[config.mk]
export PLATFORM = sky130hd
export DESIGN_NAME = csb
export DESIGN_NICKNAME = d
export VERILOG_FILES = /design/src/rtl/cnn_pkg.sv /design/src/rtl/csb.sv
export SDC_FILE = /design/constraint.sdc
export NUM_CORES = 1
export LEC_CHECK = 0
export ABC_AREA = 0
export BUFFER_PORTS_ARGS = -buffer_cell sky130_fd_sc_hd__clkbuf_2
export CAP_MARGIN = 20
export CORE_MARGIN = 1
export CORE_UTILIZATION = 33
export DETAILED_ROUTE_END_ITERATION = 12
export PLACE_DENSITY = 0.82
export SLEW_MARGIN = 20
export SYNTH_ARGS = -nofsm -noshare
export SYNTH_HDL_FRONTEND = slang
export SYNTH_SLANG_ARGS = --single-unit
[constraint.sdc]
create_clock -name okClk -period 2.8 [get_ports okClk]
set_input_delay 0.42 -clock okClk [delete_from_list [all_inputs] [get_ports okClk]]
set_output_delay 0.42 -clock okClk [all_outputs]
set_load 0.05 [all_outputs]
[src/rtl/cnn_pkg.sv]
package cnn_pkg;

	// --------------------------------------------------
	// data widths
	// --------------------------------------------------
	typedef logic [31:0] word_t;                    // pipe, fifo and memory word
	typedef logic signed [15:0] elem_t;             // feature element, low half of a word
	typedef logic [9:0] count_t;                    // fifo fill count
	typedef logic [15:0] op_num_t;                  // elements per operation

	// --------------------------------------------------
	// sizes and limits
	// --------------------------------------------------
	localparam int FIFO_SIZE = 1023;                // usable words per fifo
	localparam int BLOCK_SIZE = 128;                // 512 byte host block
	localparam int BUFFER_HEADROOM = 20;            // slack for count latency
	localparam int MEM_ADDR_W = 10;                 // 1024 word scratch store

	typedef logic [MEM_ADDR_W-1:0] mem_addr_t;

	typedef enum logic [2:0] {
		OP_CONV    = 3'd0,
		OP_MAXPOOL = 3'd1,
		OP_AVEPOOL = 3'd2
	} op_type_e;

	typedef struct packed {
		op_type_e   op_type;                        // bits 31:29
		logic [12:0] rsvd;
		op_num_t    op_num;                         // element count
	} cmd_t;

	// host control wire, bit 4 down to bit 0
	typedef struct packed {
		logic op_en;
		logic csb_rst;
		logic pipe_rst;
		logic pipe_write;
		logic pipe_read;
	} host_ctrl_t;

	typedef struct packed {
		logic  we;
		word_t data;
	} fifo_wr_t;

	typedef struct packed {
		logic pipe_in_full;
		logic pipe_in_empty;
		logic pipe_out_full;
		logic pipe_out_empty;
		logic op_run;
		logic cmd_empty;
		logic data_empty;
		logic spare;                                // always zero
	} status_t;

endpackage
[src/rtl/csb.sv]
`timescale 1ns/100ps

module csb (
	input  logic                okClk,
	input  logic                rst,
	input  cnn_pkg::host_ctrl_t ctrl,
	input  cnn_pkg::word_t      cmd,
	input  logic                cmd_empty,
	output logic                cmd_rd_en,
	output cnn_pkg::op_type_e   op_type,
	output cnn_pkg::op_num_t    op_num,
	output logic                op_run,
	output logic                start,
	input  logic                done,
	output logic                irq
);
	import cnn_pkg::*;

	typedef enum logic [1:0] {
		IDLE,
		FETCH,
		RUN,
		FINISH
	} state_e;

	state_e state;
	cmd_t cur;
	logic supported;

	assign cur = cmd;
	assign supported = ((cur.op_type == OP_MAXPOOL) || (cur.op_type == OP_AVEPOOL))
		&& (cur.op_num != '0);                  // conv and empty ops are dropped

	assign cmd_rd_en = (state == FETCH);            // head word is popped either way
	assign op_run = (state == RUN);
	assign irq = (state == FINISH);

	// --------------------------------------------------
	// command fsm
	// --------------------------------------------------
	always_ff @(posedge okClk) begin
		if (rst || ctrl.csb_rst) begin
			state <= IDLE;
			start <= 1'b0;
		end else begin
			start <= 1'b0;
			case (state)
				IDLE: begin
					if (ctrl.op_en && !cmd_empty) begin
						state <= FETCH;
					end
				end
				FETCH: begin
					if (supported) begin
						state <= RUN;
						start <= 1'b1;          // engine loads on the next edge
					end else begin
						state <= IDLE;
					end
				end
				RUN: begin
					if (done) begin
						state <= FINISH;
					end
				end
				FINISH: state <= IDLE;
				default: state <= IDLE;
			endcase
		end
	end

	// decoded command held for the whole operation
	always_ff @(posedge okClk) begin
		if ((state == FETCH) && supported) begin
			op_type <= cur.op_type;
			op_num <= cur.op_num;
		end
	end

endmodule

# ---- After elaboration in Yosys (flattened, before gate mapping)
# Index checks and enable logic that the tools add are counted.
dict set report op_classes {
  n_eq_ne 7
  muxes 5
  bitwise_logic 1
  reduce_logical 10
}
# operator n
set ops {}
lappend ops {{nonzero test 16 bit} 1}
lappend ops {{case mux 2 bit (4 select lines)} 1}
lappend ops {{2-to-1 mux 2 bit} 3}
lappend ops {{== test 2 bit, second input constant} 2}
lappend ops {{== test 3 x 1 -> 1 bit, second input constant} 1}
lappend ops {{== test 3 x 2 -> 1 bit, second input constant} 1}
lappend ops {{logical AND 1 bit} 3}
lappend ops {{== test 2 x 1 -> 1 bit, second input constant} 1}
lappend ops {{zero test 2 bit} 1}
lappend ops {{logical OR 1 bit} 2}
lappend ops {{inequality test 2 x 1 -> 1 bit, second input constant} 1}
lappend ops {{inequality test 2 bit, second input constant} 1}
lappend ops {{AND reduction 2 bit} 1}
lappend ops {{OR reduction 2 bit} 1}
lappend ops {{zero test 1 bit} 1}
lappend ops {{2-to-1 mux 1 bit} 1}
lappend ops {{NOT 1 bit} 1}
dict set report totals {
  reg_bits 22
  inputBits 41
  out_inout_bits 23
}

# ---- Logic depth before layout (Yosys ltp)
dict set report logic_depth {
  ltp_word 5
  depth_mapped 3
  mapped_depth_nobuf 3
}

# ---- Worst setup path before layout
# OpenSTA, ideal clock, no wires.
dict set report synth_timing {
  kind {input to register}
  startpoint {input port cmd[4]}
  endpoint {register op_num[0], enable pin}
  setup_ns 0.444
  arrival_ns 2.613
  slack_ns -0.257
  cell_stages 3
  path_buffers 0
  path_cell_list {nor4_1 -> and4_1 -> nor4_1}
}
dict set report synth_via {
  elab_chain_cells 3
}
# item line_no
set synth_rtl {}
lappend synth_rtl {{start: declaration} csb.sv:7} ;# input cnn_pkg::word_t cmd,
lappend synth_rtl {{nonzero test 16 bit} csb.sv:32} ;# && (cur.op_num != '0);
lappend synth_rtl {{logical AND 1 bit} csb.sv:32}
lappend synth_rtl {{logical AND 1 bit} csb.sv:74} ;# if ((state == FETCH) && supported) begin
lappend synth_rtl {{end signal: assignment} csb.sv:76} ;# op_num <= cur.op_num;
lappend synth_rtl {{end: declaration} csb.sv:11} ;# output cnn_pkg::op_num_t op_num,
# No other way between the ends.
# A chain may end at the register's enable or synchronous reset.

==> impl_metrics.env <==
export IMPL_detailed_place_hpwl_um=1130
export IMPL_path_depth=2
export IMPL_synthesis_nets=82
export IMPL_grt_pass1_vias=488
export IMPL_n_antenna_cell=0
export IMPL_yosysUniqueCellTypes=16
export IMPL_max_stage_delay_ns=0.40
export IMPL_ir_worst_vdd_mv=0.208
export IMPL_syn_area_per_cell_um2=18.7
export IMPL_hold_path_class="in2reg"
export IMPL_comb_power_share_pct=7.2
export IMPL_cp_end_kind="primary output"
export IMPL_power_leakage_uw=0.000465
export IMPL_cellPowerDensity_nw_per_um2=508
export IMPL_core_area_um2=2190
export IMPL_tightestPinTransition_ns=0.330
export IMPL_nFillCells=184
export IMPL_p_seq_share_pct=64.5
export IMPL_initial_core_util_pct=35.0
export IMPL_final_common_cell="clkbuf_2"
export IMPL_hold_start="cmd[8]"
export IMPL_die_area_um2=2520
export IMPL_met3_usage_pct=3.94
export IMPL_drive_gt1_share_pct=60.2
export IMPL_root_buffer="clkbuf_4"
export IMPL_mappedNetlistArea_um2=767
export IMPL_p_sw_share_pct=18.4
export IMPL_ys_ff_latch=22
export IMPL_reg2reg_depth=3
export IMPL_cts_sinks=22
export IMPL_cts_path_max_buffers=2
export IMPL_dr_pass1_iters=4
export IMPL_h_tree_depth=1
export IMPL_route_detailed_drc=0
export IMPL_row_count=17
export IMPL_met2_usage_pct=19.1
export IMPL_relSlewSlack_pct=77.8
export IMPL_crit_fanout=5
export IMPL_cts_made_buffers=3
export IMPL_most_common_layout_cells="clkbuf_2 (47), edfxtp_1 (19), nor4_1 (4), dfxtp_1 (3), clkbuf_4 (3)"
export IMPL_ff_latch_area_um2=631
export IMPL_p_switching_uw=103
export IMPL_place_gp_congestion=0.654
export IMPL_synthAdderAreaFrac_pct=0
export IMPL_port_buffer_count=47
export IMPL_synth_cells=41
export IMPL_overflow=0
export IMPL_timing_fmax_ghz=0.607
export IMPL_ios=64
export IMPL_cpMaxStageDelayCell="dfxtp_1"
export IMPL_synth_mux_area_share_pct=0
export IMPL_synth_top_family_by_area="simple AND/OR/NAND/NOR gates"
export IMPL_cts_tree="yes"
export IMPL_fin_worst_skew_ns=0.00112
export IMPL_die_x_um=50.2
export IMPL_clkTransAtPathRegs_ns=0.10
export IMPL_fin_crit_ns=1.65
export IMPL_timing_reg2reg_setup_slack_ns=1.57
export IMPL_finalCritPeriodShare_pct=58.8
export IMPL_hold_viol=0
export IMPL_busiest_layer="met2"
export IMPL_setup_tns_ns=0
export IMPL_multiInputGateArea_um2=148
export IMPL_grt_pass1_wl_um=1970
export IMPL_path_delay_family="flip-flops"
export IMPL_drt_iter0_drc=11
export IMPL_synth_compound_area_share_pct=2.61
export IMPL_cts_setup_buffers=0
export IMPL_maxCapViolations=0
export IMPL_p_int_uw=454
export IMPL_antenna_found_initial=0
export IMPL_fin_area_um2=1100
export IMPL_r2r_end="op_num[7]"
export IMPL_outcome="finished, final reports clean"
export IMPL_p_clk_share_pct=28.3
export IMPL_crit_buf_inv=1
export IMPL_grt_max_degree=20
export IMPL_grtUsageTotal_pct=10.9
export IMPL_avgRoutedWirePerCell_um=10.4
export IMPL_required_ns=2.38
export IMPL_setup_viol=0
export IMPL_clk_latency_ns=0.28
export IMPL_crit_type="reg2out"
export IMPL_syn2layout_area_growth_pct=42.9
export IMPL_worst_ep_arrival_time_ns=1.23
export IMPL_post_synth_and_or_nand_nor_area_fraction_pct=13.5
export IMPL_ant_nets=0
export IMPL_fin_util_pct=50.0
export IMPL_seq_area_frac_synth_pct=82.2
export IMPL_vias=535
export IMPL_viasPerCell=4.42
export IMPL_die_y_um=50.2
export IMPL_rsz0062_at_grt="false"
export IMPL_postCtsHoldBufs=0
export IMPL_slew_viol_final=0
export IMPL_nNetsFinal=135
export IMPL_drt_total_wl_um=1260
export IMPL_grt_util_met1_pct=11.9
export IMPL_ys_warn_count=0
export IMPL_critPathCapture="op_run"
export IMPL_place_area_um2=1060
export IMPL_startpoint_type="register"
export IMPL_crit_chain="nor2b_1 > clkbuf_2"
export IMPL_postCtsResizedCells=0
export IMPL_synth_xor_area_share_pct=1.14
-- final cells by class --
cell class	instances	area share [%]
clock buffer	4	3.31
inverter	1	0.342
multi-input combinational	18	13.5
sequential	22	57.5
tap	28	3.20
timing repair buffer	48	22.1
-- synth_stat cells, drive strengths merged --
library cell,count,area [um^2]
and4,1,8.76
or2,1,6.26
edfxtp,19,571
nor3b,1,7.51
nor4,5,31.3
inv,1,3.75
xnor2,1,8.76
o2bb2ai,1,15.0
nand2b,1,13.8
nor2b,1,6.26
nor3,1,5.00
a21oi,1,5.00
or4,1,11.3
nor2,2,7.51
and2,1,6.26
dfxtp,3,60.1
-- layer usage --
metal | vias up | share of wire, %
met1 | 233 | 39
met5 | - | 0
met2 | 33 | 50
li1 | 269 | -
met4 | 0 | 0
met3 | 0 | 11
-- how the worst min path moves through the flow --
stage / endpoint / cells after the start
floorplan: state[0] / 1
global placement: state[0] / 1
detailed placement: state[0] / 1
CTS: op_num[10] / 1
global route: op_num[15] / 1
finish: op_num[8] / 1
-- sequential cells by signal (all words and copies together) (netlist names), named ones only --
register  flops
op_type       3
start         1
op_num       16
state         1
-- logic make-up after synthesis --
| group | count (synthesis) |
|---|---|
| AND/OR/NAND/NOR | 15 |
| flip-flops | 22 |
| buffers and inverters | 1 |
| AO/OA/AOI/OAI | 2 |
| XOR/XNOR | 1 |
-- power by group through the flow --
stage          clock network [uW]  logic (uW)  registers (uW)
5_1_grt                       180        44.2             359
3_3_place_gp                    0        39.8             367
4_1_cts                       166        41.2             359
6_report                      158        40.3             359
3_5_place_dp                    0        41.1             367
2_1_floorplan                   0        8.81             374
-- per-stage QoR --
stage               hold WS (ns)  power, uW  worst slack [ns]  cells
CTS                        0.307        566              1.13    121
global placement           0.519        406              1.06    117
finish                     0.319        557              1.15    121
global route               0.290        584              1.04    121
detailed placement         0.526        408              1.07    117
floorplan                  0.495        382             0.523     41
Power figures use the tool's default switching activity.
