<file path="config.mk">
export PLATFORM = sky130hd
export DESIGN_NAME = pool_engine
export DESIGN_NICKNAME = d
export VERILOG_FILES = /design/src/rtl/cnn_pkg.sv /design/src/rtl/pool_engine.sv
export SDC_FILE = /design/constraint.sdc
export NUM_CORES = 1
export LEC_CHECK = 0
export BUFFER_PORTS_ARGS = -buffer_cell sky130_fd_sc_hd__buf_2
export CAP_MARGIN = 20
export CORE_UTILIZATION = 40
export CTS_CLUSTER_SIZE = 8
export DETAILED_ROUTE_END_ITERATION = 8
export MAX_ROUTING_LAYER = met4
export PLACE_DENSITY = 0.67
export SYNTH_ARGS = -nofsm -noshare
export SYNTH_HDL_FRONTEND = slang
export SYNTH_SLANG_ARGS = --single-unit
</file>
<file path="constraint.sdc">
create_clock -name okClk -period 3.99 [get_ports okClk]
set_input_delay 1.197 -clock okClk [delete_from_list [all_inputs] [get_ports okClk]]
set_output_delay 1.197 -clock okClk [all_outputs]
set_load 0.02 [all_outputs]
</file>
<file path="src/rtl/cnn_pkg.sv">
package cnn_pkg;

	// --------------------------------------------------
	// data widths
	// --------------------------------------------------
	typedef logic [31:0] word_t;                    // pipe, fifo and memory word
	typedef logic signed [15:0] elem_t;             // feature element, low half of a word
	typedef logic [9:0] count_t;                    // fifo fill count
	typedef logic [15:0] op_num_t;                  // elements per operation

	// --------------------------------------------------
	// sizes and limits
	// --------------------------------------------------
	localparam int FIFO_SIZE = 1023;                // usable words per fifo
	localparam int BLOCK_SIZE = 128;                // 512 byte host block
	localparam int BUFFER_HEADROOM = 20;            // slack for count latency
	localparam int MEM_ADDR_W = 10;                 // 1024 word scratch store

	typedef logic [MEM_ADDR_W-1:0] mem_addr_t;

	typedef enum logic [2:0] {
		OP_CONV    = 3'd0,
		OP_MAXPOOL = 3'd1,
		OP_AVEPOOL = 3'd2
	} op_type_e;

	typedef struct packed {
		op_type_e   op_type;                        // bits 31:29
		logic [12:0] rsvd;
		op_num_t    op_num;                         // element count
	} cmd_t;

	// host control wire, bit 4 down to bit 0
	typedef struct packed {
		logic op_en;
		logic csb_rst;
		logic pipe_rst;
		logic pipe_write;
		logic pipe_read;
	} host_ctrl_t;

	typedef struct packed {
		logic  we;
		word_t data;
	} fifo_wr_t;

	typedef struct packed {
		logic pipe_in_full;
		logic pipe_in_empty;
		logic pipe_out_full;
		logic pipe_out_empty;
		logic op_run;
		logic cmd_empty;
		logic data_empty;
		logic spare;                                // always zero
	} status_t;

endpackage
</file>
<file path="src/rtl/pool_engine.sv">
`timescale 1ns/100ps

module pool_engine (
	input  logic              okClk,
	input  logic              rst,
	input  logic              clr,
	input  logic              start,
	input  cnn_pkg::op_type_e op_type,
	input  cnn_pkg::op_num_t  op_num,
	input  cnn_pkg::word_t    data,
	input  logic              data_empty,
	output logic              data_rd_en,
	output cnn_pkg::elem_t    result,
	output logic              result_valid,
	output logic              done
);
	import cnn_pkg::*;

	op_num_t remaining;                             // words still to fold
	elem_t acc;
	elem_t elem;
	elem_t folded;
	logic done_q;

	assign elem = data[15:0];
	assign data_rd_en = (remaining != '0) && !data_empty;

	// signed max for maxpool, wrapping sum for avepool
	assign folded = (op_type == OP_MAXPOOL) ? ((elem > acc) ? elem : acc) : acc + elem;

	assign result = acc;
	assign result_valid = done_q;
	assign done = done_q;

	always_ff @(posedge okClk) begin
		if (rst || clr) begin
			remaining <= '0;
			done_q <= 1'b0;
		end else begin
			done_q <= data_rd_en && (remaining == op_num_t'(1));
			if (start) begin
				remaining <= op_num;
			end else if (data_rd_en) begin
				remaining <= remaining - 1'b1;
			end
		end
	end

	// --------------------------------------------------
	// accumulator
	// --------------------------------------------------
	always_ff @(posedge okClk) begin
		if (start) begin
			acc <= (op_type == OP_MAXPOOL) ? elem_t'(16'h8000) : elem_t'(0); // most negative
		end else if (data_rd_en) begin
			acc <= folded;
		end
	end

endmodule

</file>
# Word level (Yosys, flattened, before mapping)
# Cells that the tools add are included.
dict set report op_classes {
  n_addsub 2
  shifts 0
  n_lt_le_gt_ge 1
  multipliers 0
  n_mux 7
  bitwise_logic 0
  eq_ne 3
  n_reduce_logical 7
  div 0
}
# cell count
set op_table {}
lappend op_table {{16-bit 2-to-1 mux} 7}
lappend op_table {{16-bit adder} 1}
lappend op_table {{16-bit by 1-bit equality test with 1-bit output, second input constant} 1}
lappend op_table {{16-bit greater-than comparator} 1}
lappend op_table {{16-bit nonzero test} 1}
lappend op_table {{16-bit by 1-bit subtractor with 16-bit output, second input constant} 1}
lappend op_table {{3-bit by 1-bit equality test with 1-bit output, second input constant} 1}
lappend op_table {{3-bit inequality test, second input constant} 1}
lappend op_table {{1-bit logical AND} 2}
lappend op_table {{2-bit AND reduction} 1}
lappend op_table {{2-bit nonzero test} 1}
lappend op_table {{1-bit zero test} 1}
lappend op_table {{1-bit logical OR} 1}
dict set report word_totals {
  inputBits 56
  latch_bits 0
  rom_bits 0
  mem_bits_rw 0
  word_cells 23
  memories 0
  reg_bits 33
  out_inout_bits 19
}

# Depth between registers and ports, before layout
# Gate-level depths: netlist of the first run.
dict set report depth {
  ltp_word 5
  mapped_depth 9
  mapped_depth_nobuf 9
}

# Worst setup path before layout of the first run
# OpenSTA, ideal clock, no wires.
dict set report synth_timing {
  path_type {input -> register}
  start {input port data[4]}
  end {register acc[13], in the netlist result[13], data pin}
  arrival_ps 3144
  setup_time_ps 257
  path_stages 8
  n_path_buf 1
  path_slack_ps 589
  required_time_ps 3733
  cell_sequence {ha_1 -> buf_6 -> nand2b_4 -> a221o_1 -> a311oi_2 -> o211ai_2 -> or4_1 -> a32o_1}
}
dict set report synth_between {
  elab_chain_len 4
}
# item line
set synth_lines {}
lappend synth_lines {{from (decl)} pool_engine.sv:10} ;# input cnn_pkg::word_t data,
lappend synth_lines {{16-bit adder} pool_engine.sv:29} ;# assign folded = (op_type == OP_MAXPOOL) ? ((elem > acc) ? elem : acc) : acc + elem;
lappend synth_lines {{16-bit 2-to-1 mux} pool_engine.sv:29}
lappend synth_lines {{16-bit 2-to-1 mux} pool_engine.sv:55} ;# end else if (data_rd_en) begin
lappend synth_lines {{16-bit 2-to-1 mux} pool_engine.sv:53} ;# if (start) begin
lappend synth_lines {{to (signal assigned)} pool_engine.sv:54} ;# acc <= (op_type == OP_MAXPOOL) ? elem_t'(16'h8000) : elem_t'(0);
lappend synth_lines {{to (signal assigned)} pool_engine.sv:56} ;# acc <= folded;
lappend synth_lines {{to (decl)} pool_engine.sv:20} ;# elem_t acc;
# Every way passes these cells. The select of a mux whose other input is x is not followed.
# A chain may end at the register's enable or synchronous reset.

# Worst setup path after layout of the first run
dict set report layout_timing {
  start {register remaining[12]}
  end {output port data_rd_en}
}
dict set report layout_between {
  elab_chain_len 2
}
# item line
set layout_lines {}
lappend layout_lines {{from (decl)} pool_engine.sv:19} ;# op_num_t remaining;
lappend layout_lines {{from (signal assigned)} pool_engine.sv:42} ;# remaining <= op_num;
lappend layout_lines {{from (signal assigned)} pool_engine.sv:44} ;# remaining <= remaining - 1'b1;
lappend layout_lines {{16-bit nonzero test} pool_engine.sv:26} ;# assign data_rd_en = (remaining != '0) && !data_empty;
lappend layout_lines {{1-bit logical AND} pool_engine.sv:26}
lappend layout_lines {{to (decl)} pool_engine.sv:12} ;# output logic data_rd_en,
# Every way passes these cells.

==> impl_metrics.ini, run 1 <==
[yosys]
ys_warn_count = 0
synth_top_family_by_area = compound AO/OA/AOI/OAI gates
avgSynthCellArea_um2 = 8.23
synth_compound_area_share_pct = 21.8
synth-simple-area-share_pct = 20.2
synth_top_area_share_pct = 16.7
syn-num-nets = 439
ys_types = 50
synth_xor_area_share_pct = 5.49
netlist_area_mm2 = 0.00287
synth_top_flop_cell = dfxtp_1
yosysTopAreaCell = edfxtp_1
synth_area_leaders = edfxtp_1 (17%), ha_1 (14%), dfxtp_1 (12%)
synth_seq_area_share_pct = 28.6
async_reset_ff_share_pct = 0
syn_inst = 349
synthMuxAreaShare_pct = 1.44
ys_seq_elements = 33
synthAdderAreaFrac_pct = 15.1
synth_edf_count = 16

[final_layout]
nNetsFinal = 489
post-route-util_pct = 48.7
drive_gt1_share_pct = 19.0
final_cell_area_mm2 = 0.00335
area_delta_synth_final_pct = 16.5
antenna_cells = 0

[clock_network]
cts_repair_resize_count = 0
cts-buffers-inserted = 5
cts_buffer_depth = 2
insertion_delay_ns = 0.29
tritoncts = done
cts_hold_buffers = 0
cts_root_buf = clkbuf_8
path_clk_slew_ns = 0.08
htreeDepth = 2
clock_sinks = 33
post_cts_buffers = 0

[critical_path]
reg2reg_to = result[13]
timing.rr.start = result[1]
criticalPathCategory = reg2out
arrival_ns = 2.19
startpoint_type = flop
crit_path_end_kind = primary output
ff2ff_setup_slack_ns = 1.25
required_ns = 2.79
path_max_fanout = 6
worstRegToRegCells = 8

[sta]
rsz0062_at_grt = no
relSlewSlack_pct = 44.8
period_share_pct = 85.0
report.final.setup_viol = 0
maxSlewViolCount = 0
fin_crit_ns = 3.39
setup_slack_ns = 0.599
fin_tns_setup_ns = 0
fmax_ghz = 0.295
finalHoldViolCount = 0
fin_worst_skew_ns = 0.00775
fin_hold_ws_ns = 0.521
tightest_slew_ns = 0.820

[grt]
grt_pass1_vias = 2426
grt_max_degree = 28
grt_use_total_pct = 19.2
grt_overflow_total = 0
grt_pass1_wl_um = 11200
antenna_found_initial = 0

[die]
dieWidth_um = 86.8
core_region_area_mm2 = 0.00687
chipHeight_um = 86.8
io_pins = 75
initial_core_util_pct = 41.8
dieArea_mm2 = 0.00753
num_rows = 30

[pwr]
p_per_area_mw_per_mm2 = 470
leakage_uw = 0.00145
ir_drop_v = 0.000218

[min_path]
hold_end = remaining[3]
hold_path_class = reg2reg
min_path_cells = 2
hold_path.startpoint = remaining[3]

[placed_design]
dpl_cell_area_mm2 = 0.00322
portBuffers = 58
post-place-ws_ns = 0.344
place_hpwl_um = 5170
gp_congestion = 0.877

[route]
drt-initial-drc-count = 100
vias = 2661
wl_um = 6710
final_antenna_net_count = 0
dr.pass1.iters = 4
drc = 0
routedWlPerCell_um = 13.5
viasPerCell = 5.36

[run_status]
status = finished clean

[job]
max_cap_violations = 0
## flip-flops by register name, indices dropped and copies added, names as in the netlist
signal / cells
done: 1
result: 16
remaining: 16
## cells in the mapped netlist (all sizes together) (3+ instances only)
cell	count
o21ai	20
a31oi	3
inv	35
o21bai	3
nand3	3
o211ai	5
o31ai	4
or3	6
nor2	34
ha	33
a211oi	13
xor2	3
nand2b	4
clkbuf	14
edfxtp	16
a21oi	33
nor3	10
nor2b	9
o31a	3
nor4	9
nand4	6
nand2	12
nor3b	3
dfxtp	17
or4	5
mux2i	3
and3	5
xnor2	15
a311oi	3
buf	4
## critical path: stages, from the launching register on
cell,delay [ns]
dfxtp_1,0.35
nor4_1,0.72
nand4_1,0.33
nor2b_1,0.31
buf_2,0.19
## where the power goes
| part | switching [uW] | internal (uW) |
|---|---|---|
| Clock | 144 | 198 |
| Combinational | 444 | 314 |
| Sequential | 44.4 | 429 |
| Total | 632 | 941 |
## layout by cell type (no fill, tap or decap), types with 9 or more instances in the layout
cell type	netlist	final
a211oi_1	13	13
ha_1	33	33
edfxtp_1	16	16
nor4_1	9	9
inv_1	35	35
nor3_1	10	10
nand2_1	12	12
dfxtp_1	17	17
o21ai_0	20	20
nor2b_1	9	9
nor2_1	34	34
a21oi_1	33	33
xnor2_1	15	15
buf_2	1	58
## logic make-up (layout without fill, tap and decap cells)
family,count (synthesis),count (layout)
and+or+nand+nor,110,110
AOI/OAI and AO/OA,97,97
buffers and inverters,53,104
adders and majority gates,34,34
DFF,33,33
xor gates and xnor gates,18,18
muxes,4,4
## how the worst max path moves through the flow
stage | start | end | slack (ns)
2_1_floorplan | data[4] | result[13] | 0.59
3_3_place_gp | data[4] | result[13] | 0.36
3_5_place_dp | data[4] | result[13] | 0.34
4_1_cts | remaining[15] | data_rd_en | 0.65
5_1_grt | remaining[1] | data_rd_en | 0.43
6_report | remaining[12] | data_rd_en | 0.60
## final cells by class
| type | instances | area (um2) |
|---|---|---|
| multi-input cells | 263 | 1840 |
| clock inverters | 1 | 5.00 |
| repair buffers | 61 | 313 |
| fillers | 695 | 3520 |
| clock buffers | 7 | 119 |
| flip-flops and latches | 33 | 821 |
| inverters | 35 | 131 |
| well taps | 96 | 120 |
## stage by stage
step / total power, uW / std cells
after floorplan: 1050 / 349
after global placement: 1220 / 488
after detailed placement: 1230 / 488
after CTS: 1580 / 496
after global routing: 1690 / 496
final: 1570 / 496
## routing by layer
layer / GRT usage, % / wire, um
met3: 3.05 / 236
met4: 5.45 / 100
met1: 26.1 / 3420
met5: - / 0
met2: 29.4 / 2950
No activity file was read; power rests on OpenSTA's default activity.
==> run 2, diff against run 1 <==
--- a/config.mk
+++ b/config.mk
@@ -5,13 +5,14 @@
 export SDC_FILE = /design/constraint.sdc
 export NUM_CORES = 1
 export LEC_CHECK = 0
+export ABC_AREA = 1
 export BUFFER_PORTS_ARGS = -buffer_cell sky130_fd_sc_hd__buf_2
 export CAP_MARGIN = 20
 export CORE_UTILIZATION = 40
 export CTS_CLUSTER_SIZE = 8
 export DETAILED_ROUTE_END_ITERATION = 8
 export MAX_ROUTING_LAYER = met4
-export PLACE_DENSITY = 0.67
+export PLACE_DENSITY = 0.69
 export SYNTH_ARGS = -nofsm -noshare
 export SYNTH_HDL_FRONTEND = slang
 export SYNTH_SLANG_ARGS = --single-unit
==> constraint.sdc (replaced) <==
create_clock -name okClk -period 2.9 [get_ports okClk]
set_input_delay 0.87 -clock okClk [delete_from_list [all_inputs] [get_ports okClk]]
set_output_delay 0.87 -clock okClk [all_outputs]
set_load 0.02 [all_outputs]
==> run 2 against run 1 <==
  * Clock power rose by 5%
  * Worst setup slack got worse by 0.18 ns
  * Combinational power rose by 49%
  * Power rose by 35%
  * Cell count rose by 26%
  * Hold slack got worse by 0.038 ns
  * Critical endpoint is now result[14]
  * Wire length rose by 15%
  * Highest routed layer unchanged
==> impl_metrics.ini, run 2 <==
[yosys]
synth_compound_area_share_pct = 11.9
synth-simple-area-share_pct = 32.4
synth_xor_area_share_pct = 4.26
synthMostInstantiatedCell = nand2_1
ys_seq_elements = 33
synth_top_family_by_area = simple AND/OR/NAND/NOR gates
synth_edf_count = 16
yosysTopAreaCell = edfxtp_1
synth_seq_area_share_pct = 26.6
avgSynthCellArea_um2 = 6.73
synthMuxAreaShare_pct = 0.325
ys_types = 37
synth_commonest_cells = nand2_1 (119), inv_1 (67), nor2_1 (45), nand3_1 (36), ha_1 (33)
async_reset_ff_share_pct = 0
synth_area_leaders = edfxtp_1 (16%), nand2_1 (14%), ha_1 (13%)
synthAdderAreaFrac_pct = 14.0
synth_top_flop_cell = dfxtp_1
syn_inst = 458
netlist_area_mm2 = 0.00308
syn-num-nets = 548
synth_top_area_share_pct = 15.6
ys_warn_count = 0

[final_layout]
nNetsFinal = 616
register_area_um2 = 821
antenna_cells = 0
final_cell_area_mm2 = 0.00362
fillers = 749
final_cell_mix = nand2_1 (119), inv_1 (67), buf_2 (58)
drive_gt1_share_pct = 17.6
final_common_cell = nand2_1
multi_input_area_mm2 = 0.00194
area_delta_synth_final_pct = 17.4

[clock_network]
cts_buffer_depth = 2
cts_root_buf = clkbuf_8
cts-buffers-inserted = 5
path_clk_slew_ns = 0.08
cts_hold_buffers = 0
htreeDepth = 2
post_cts_buffers = 0
cts_repair_resize_count = 0
insertion_delay_ns = 0.30
clock_sinks = 33
tritoncts = done

[critical_path]
arrival_ns = 2.53
reg2reg_to = result[14]
ff2ff_setup_slack_ns = 0.70
timing.rr.start = result[0]
required_ns = 2.96
worstRegToRegCells = 11
startpoint_type = primary input
path_max_fanout = 3
crit_path_end_kind = flop
criticalPathCategory = in2reg

[placed_design]
dpl_cell_area_mm2 = 0.00354
place_hpwl_um = 6160
post-place-ws_ns = 0.112
gp_congestion = 0.898
portBuffers = 58

[sta]
setup_slack_ns = 0.424
fmax_ghz = 0.404
report.final.setup_viol = 0
period_share_pct = 85.4
rsz0062_at_grt = no
tightest_slew_ns = 0.659
fin_tns_setup_ns = 0
fin_worst_skew_ns = 0.00929
fin_crit_ns = 2.48
maxSlewViolCount = 0
fin_hold_ws_ns = 0.484
relSlewSlack_pct = 55.9
finalHoldViolCount = 0

[pwr]
ir_drop_v = 0.000214
leakage_uw = 0.00188
p_per_area_mw_per_mm2 = 588

[die]
initial_core_util_pct = 41.9
core_region_area_mm2 = 0.00737
dieWidth_um = 89.8
chipHeight_um = 89.8
dieArea_mm2 = 0.00807
num_rows = 31
io_pins = 75

[route]
wl_um = 7730
drc = 0
final_antenna_net_count = 0
routedWlPerCell_um = 12.4
viasPerCell = 4.97
drt-initial-drc-count = 134
dr.pass1.iters = 4
vias = 3113

[grt]
grt_pass1_wl_um = 13300
grt_use_total_pct = 20.7
grt_overflow_total = 0
antenna_found_initial = 0
grt_pass1_vias = 2980
grt_max_degree = 16

[min_path]
hold_path.startpoint = remaining[0]
hold_end = remaining[0]
min_path_cells = 2
hold_path_class = reg2reg

[job]
max_cap_violations = 0

[run_status]
status = finished clean
[run 2: cell types whose count changed after synthesis, sizes merged, moves of 12 or more]
| cell | previous run | this run |
|---|---|---|
| nand3 | 3 | 36 |
| clkbuf | 14 | 2 |
| inv | 35 | 69 |
| nor2 | 34 | 51 |
| xnor2 | 15 | 3 |
| nand2 | 12 | 121 |
| a211oi | 13 | 0 |
[run 2: area by class of cell]
cell class / instances / area share [%]
multi-input cells: 346 / 53.7
clock inverters: 2 / 0.277
clock buffers: 6 / 2.00
flip-flops and latches: 33 / 22.7
inverters: 69 / 7.22
well taps: 99 / 3.42
repair buffers: 71 / 10.7
[run 2: per-stage QoR]
stage          total power [uW]  std cells  util [%]
6_report                   2130        626      49.1
4_1_cts                    2130        626      49.1
2_1_floorplan              1470        458         -
5_1_grt                    2310        626      49.1
3_3_place_gp               1750        618      48.0
3_5_place_dp               1780        618      48.0
[run 2: worst max path at each step]
stage                         from         end  depth (start not counted)
after floorplan            data[5]   result[0]                          9
after CTS                 data[10]   result[2]                          9
final                      data[0]  result[14]                         12
after detailed placement   data[0]  result[14]                         12
after global placement     data[6]   result[4]                         11
after global routing       data[6]   result[2]                         11
[run 2: logic make-up (layout without fill, tap and decap cells)]
family          after synthesis  in the layout
compound gates               68             68
xor+xnor                     15             15
fa+ha+maj                    34             34
buf+inv                      79            148
flops                        33             33
mux                           1              1
simple gates                228            228
[run 2: power by group]
| group | internal [uW] | switching, uW |
|---|---|---|
| Sequential | 588 | 56.7 |
| Clock | 167 | 192 |
| Combinational | 415 | 713 |
[run 2: critical path, cell delays in order]
cell	delay, ns
buf_2	0.10
ha_1	0.17
inv_1	0.07
fa_1	0.42
o21ai_1	0.24
nand3_1	0.13
nand2_1	0.17
nand2_1	0.10
nand3_1	0.08
nand2_1	0.05
nand3_1	0.06
nand2_1	0.05
[run 2: metal layers]
metal	vias to the layer above	share of wire (%)	track usage [%]	wire [um]
met5	-	0	-	0
met4	0	0.93	5.19	72
met3	7	3.7	3.21	283
met2	67	50	37.3	3860
met1	1432	45	23.9	3520
li1	1607	-	-	-
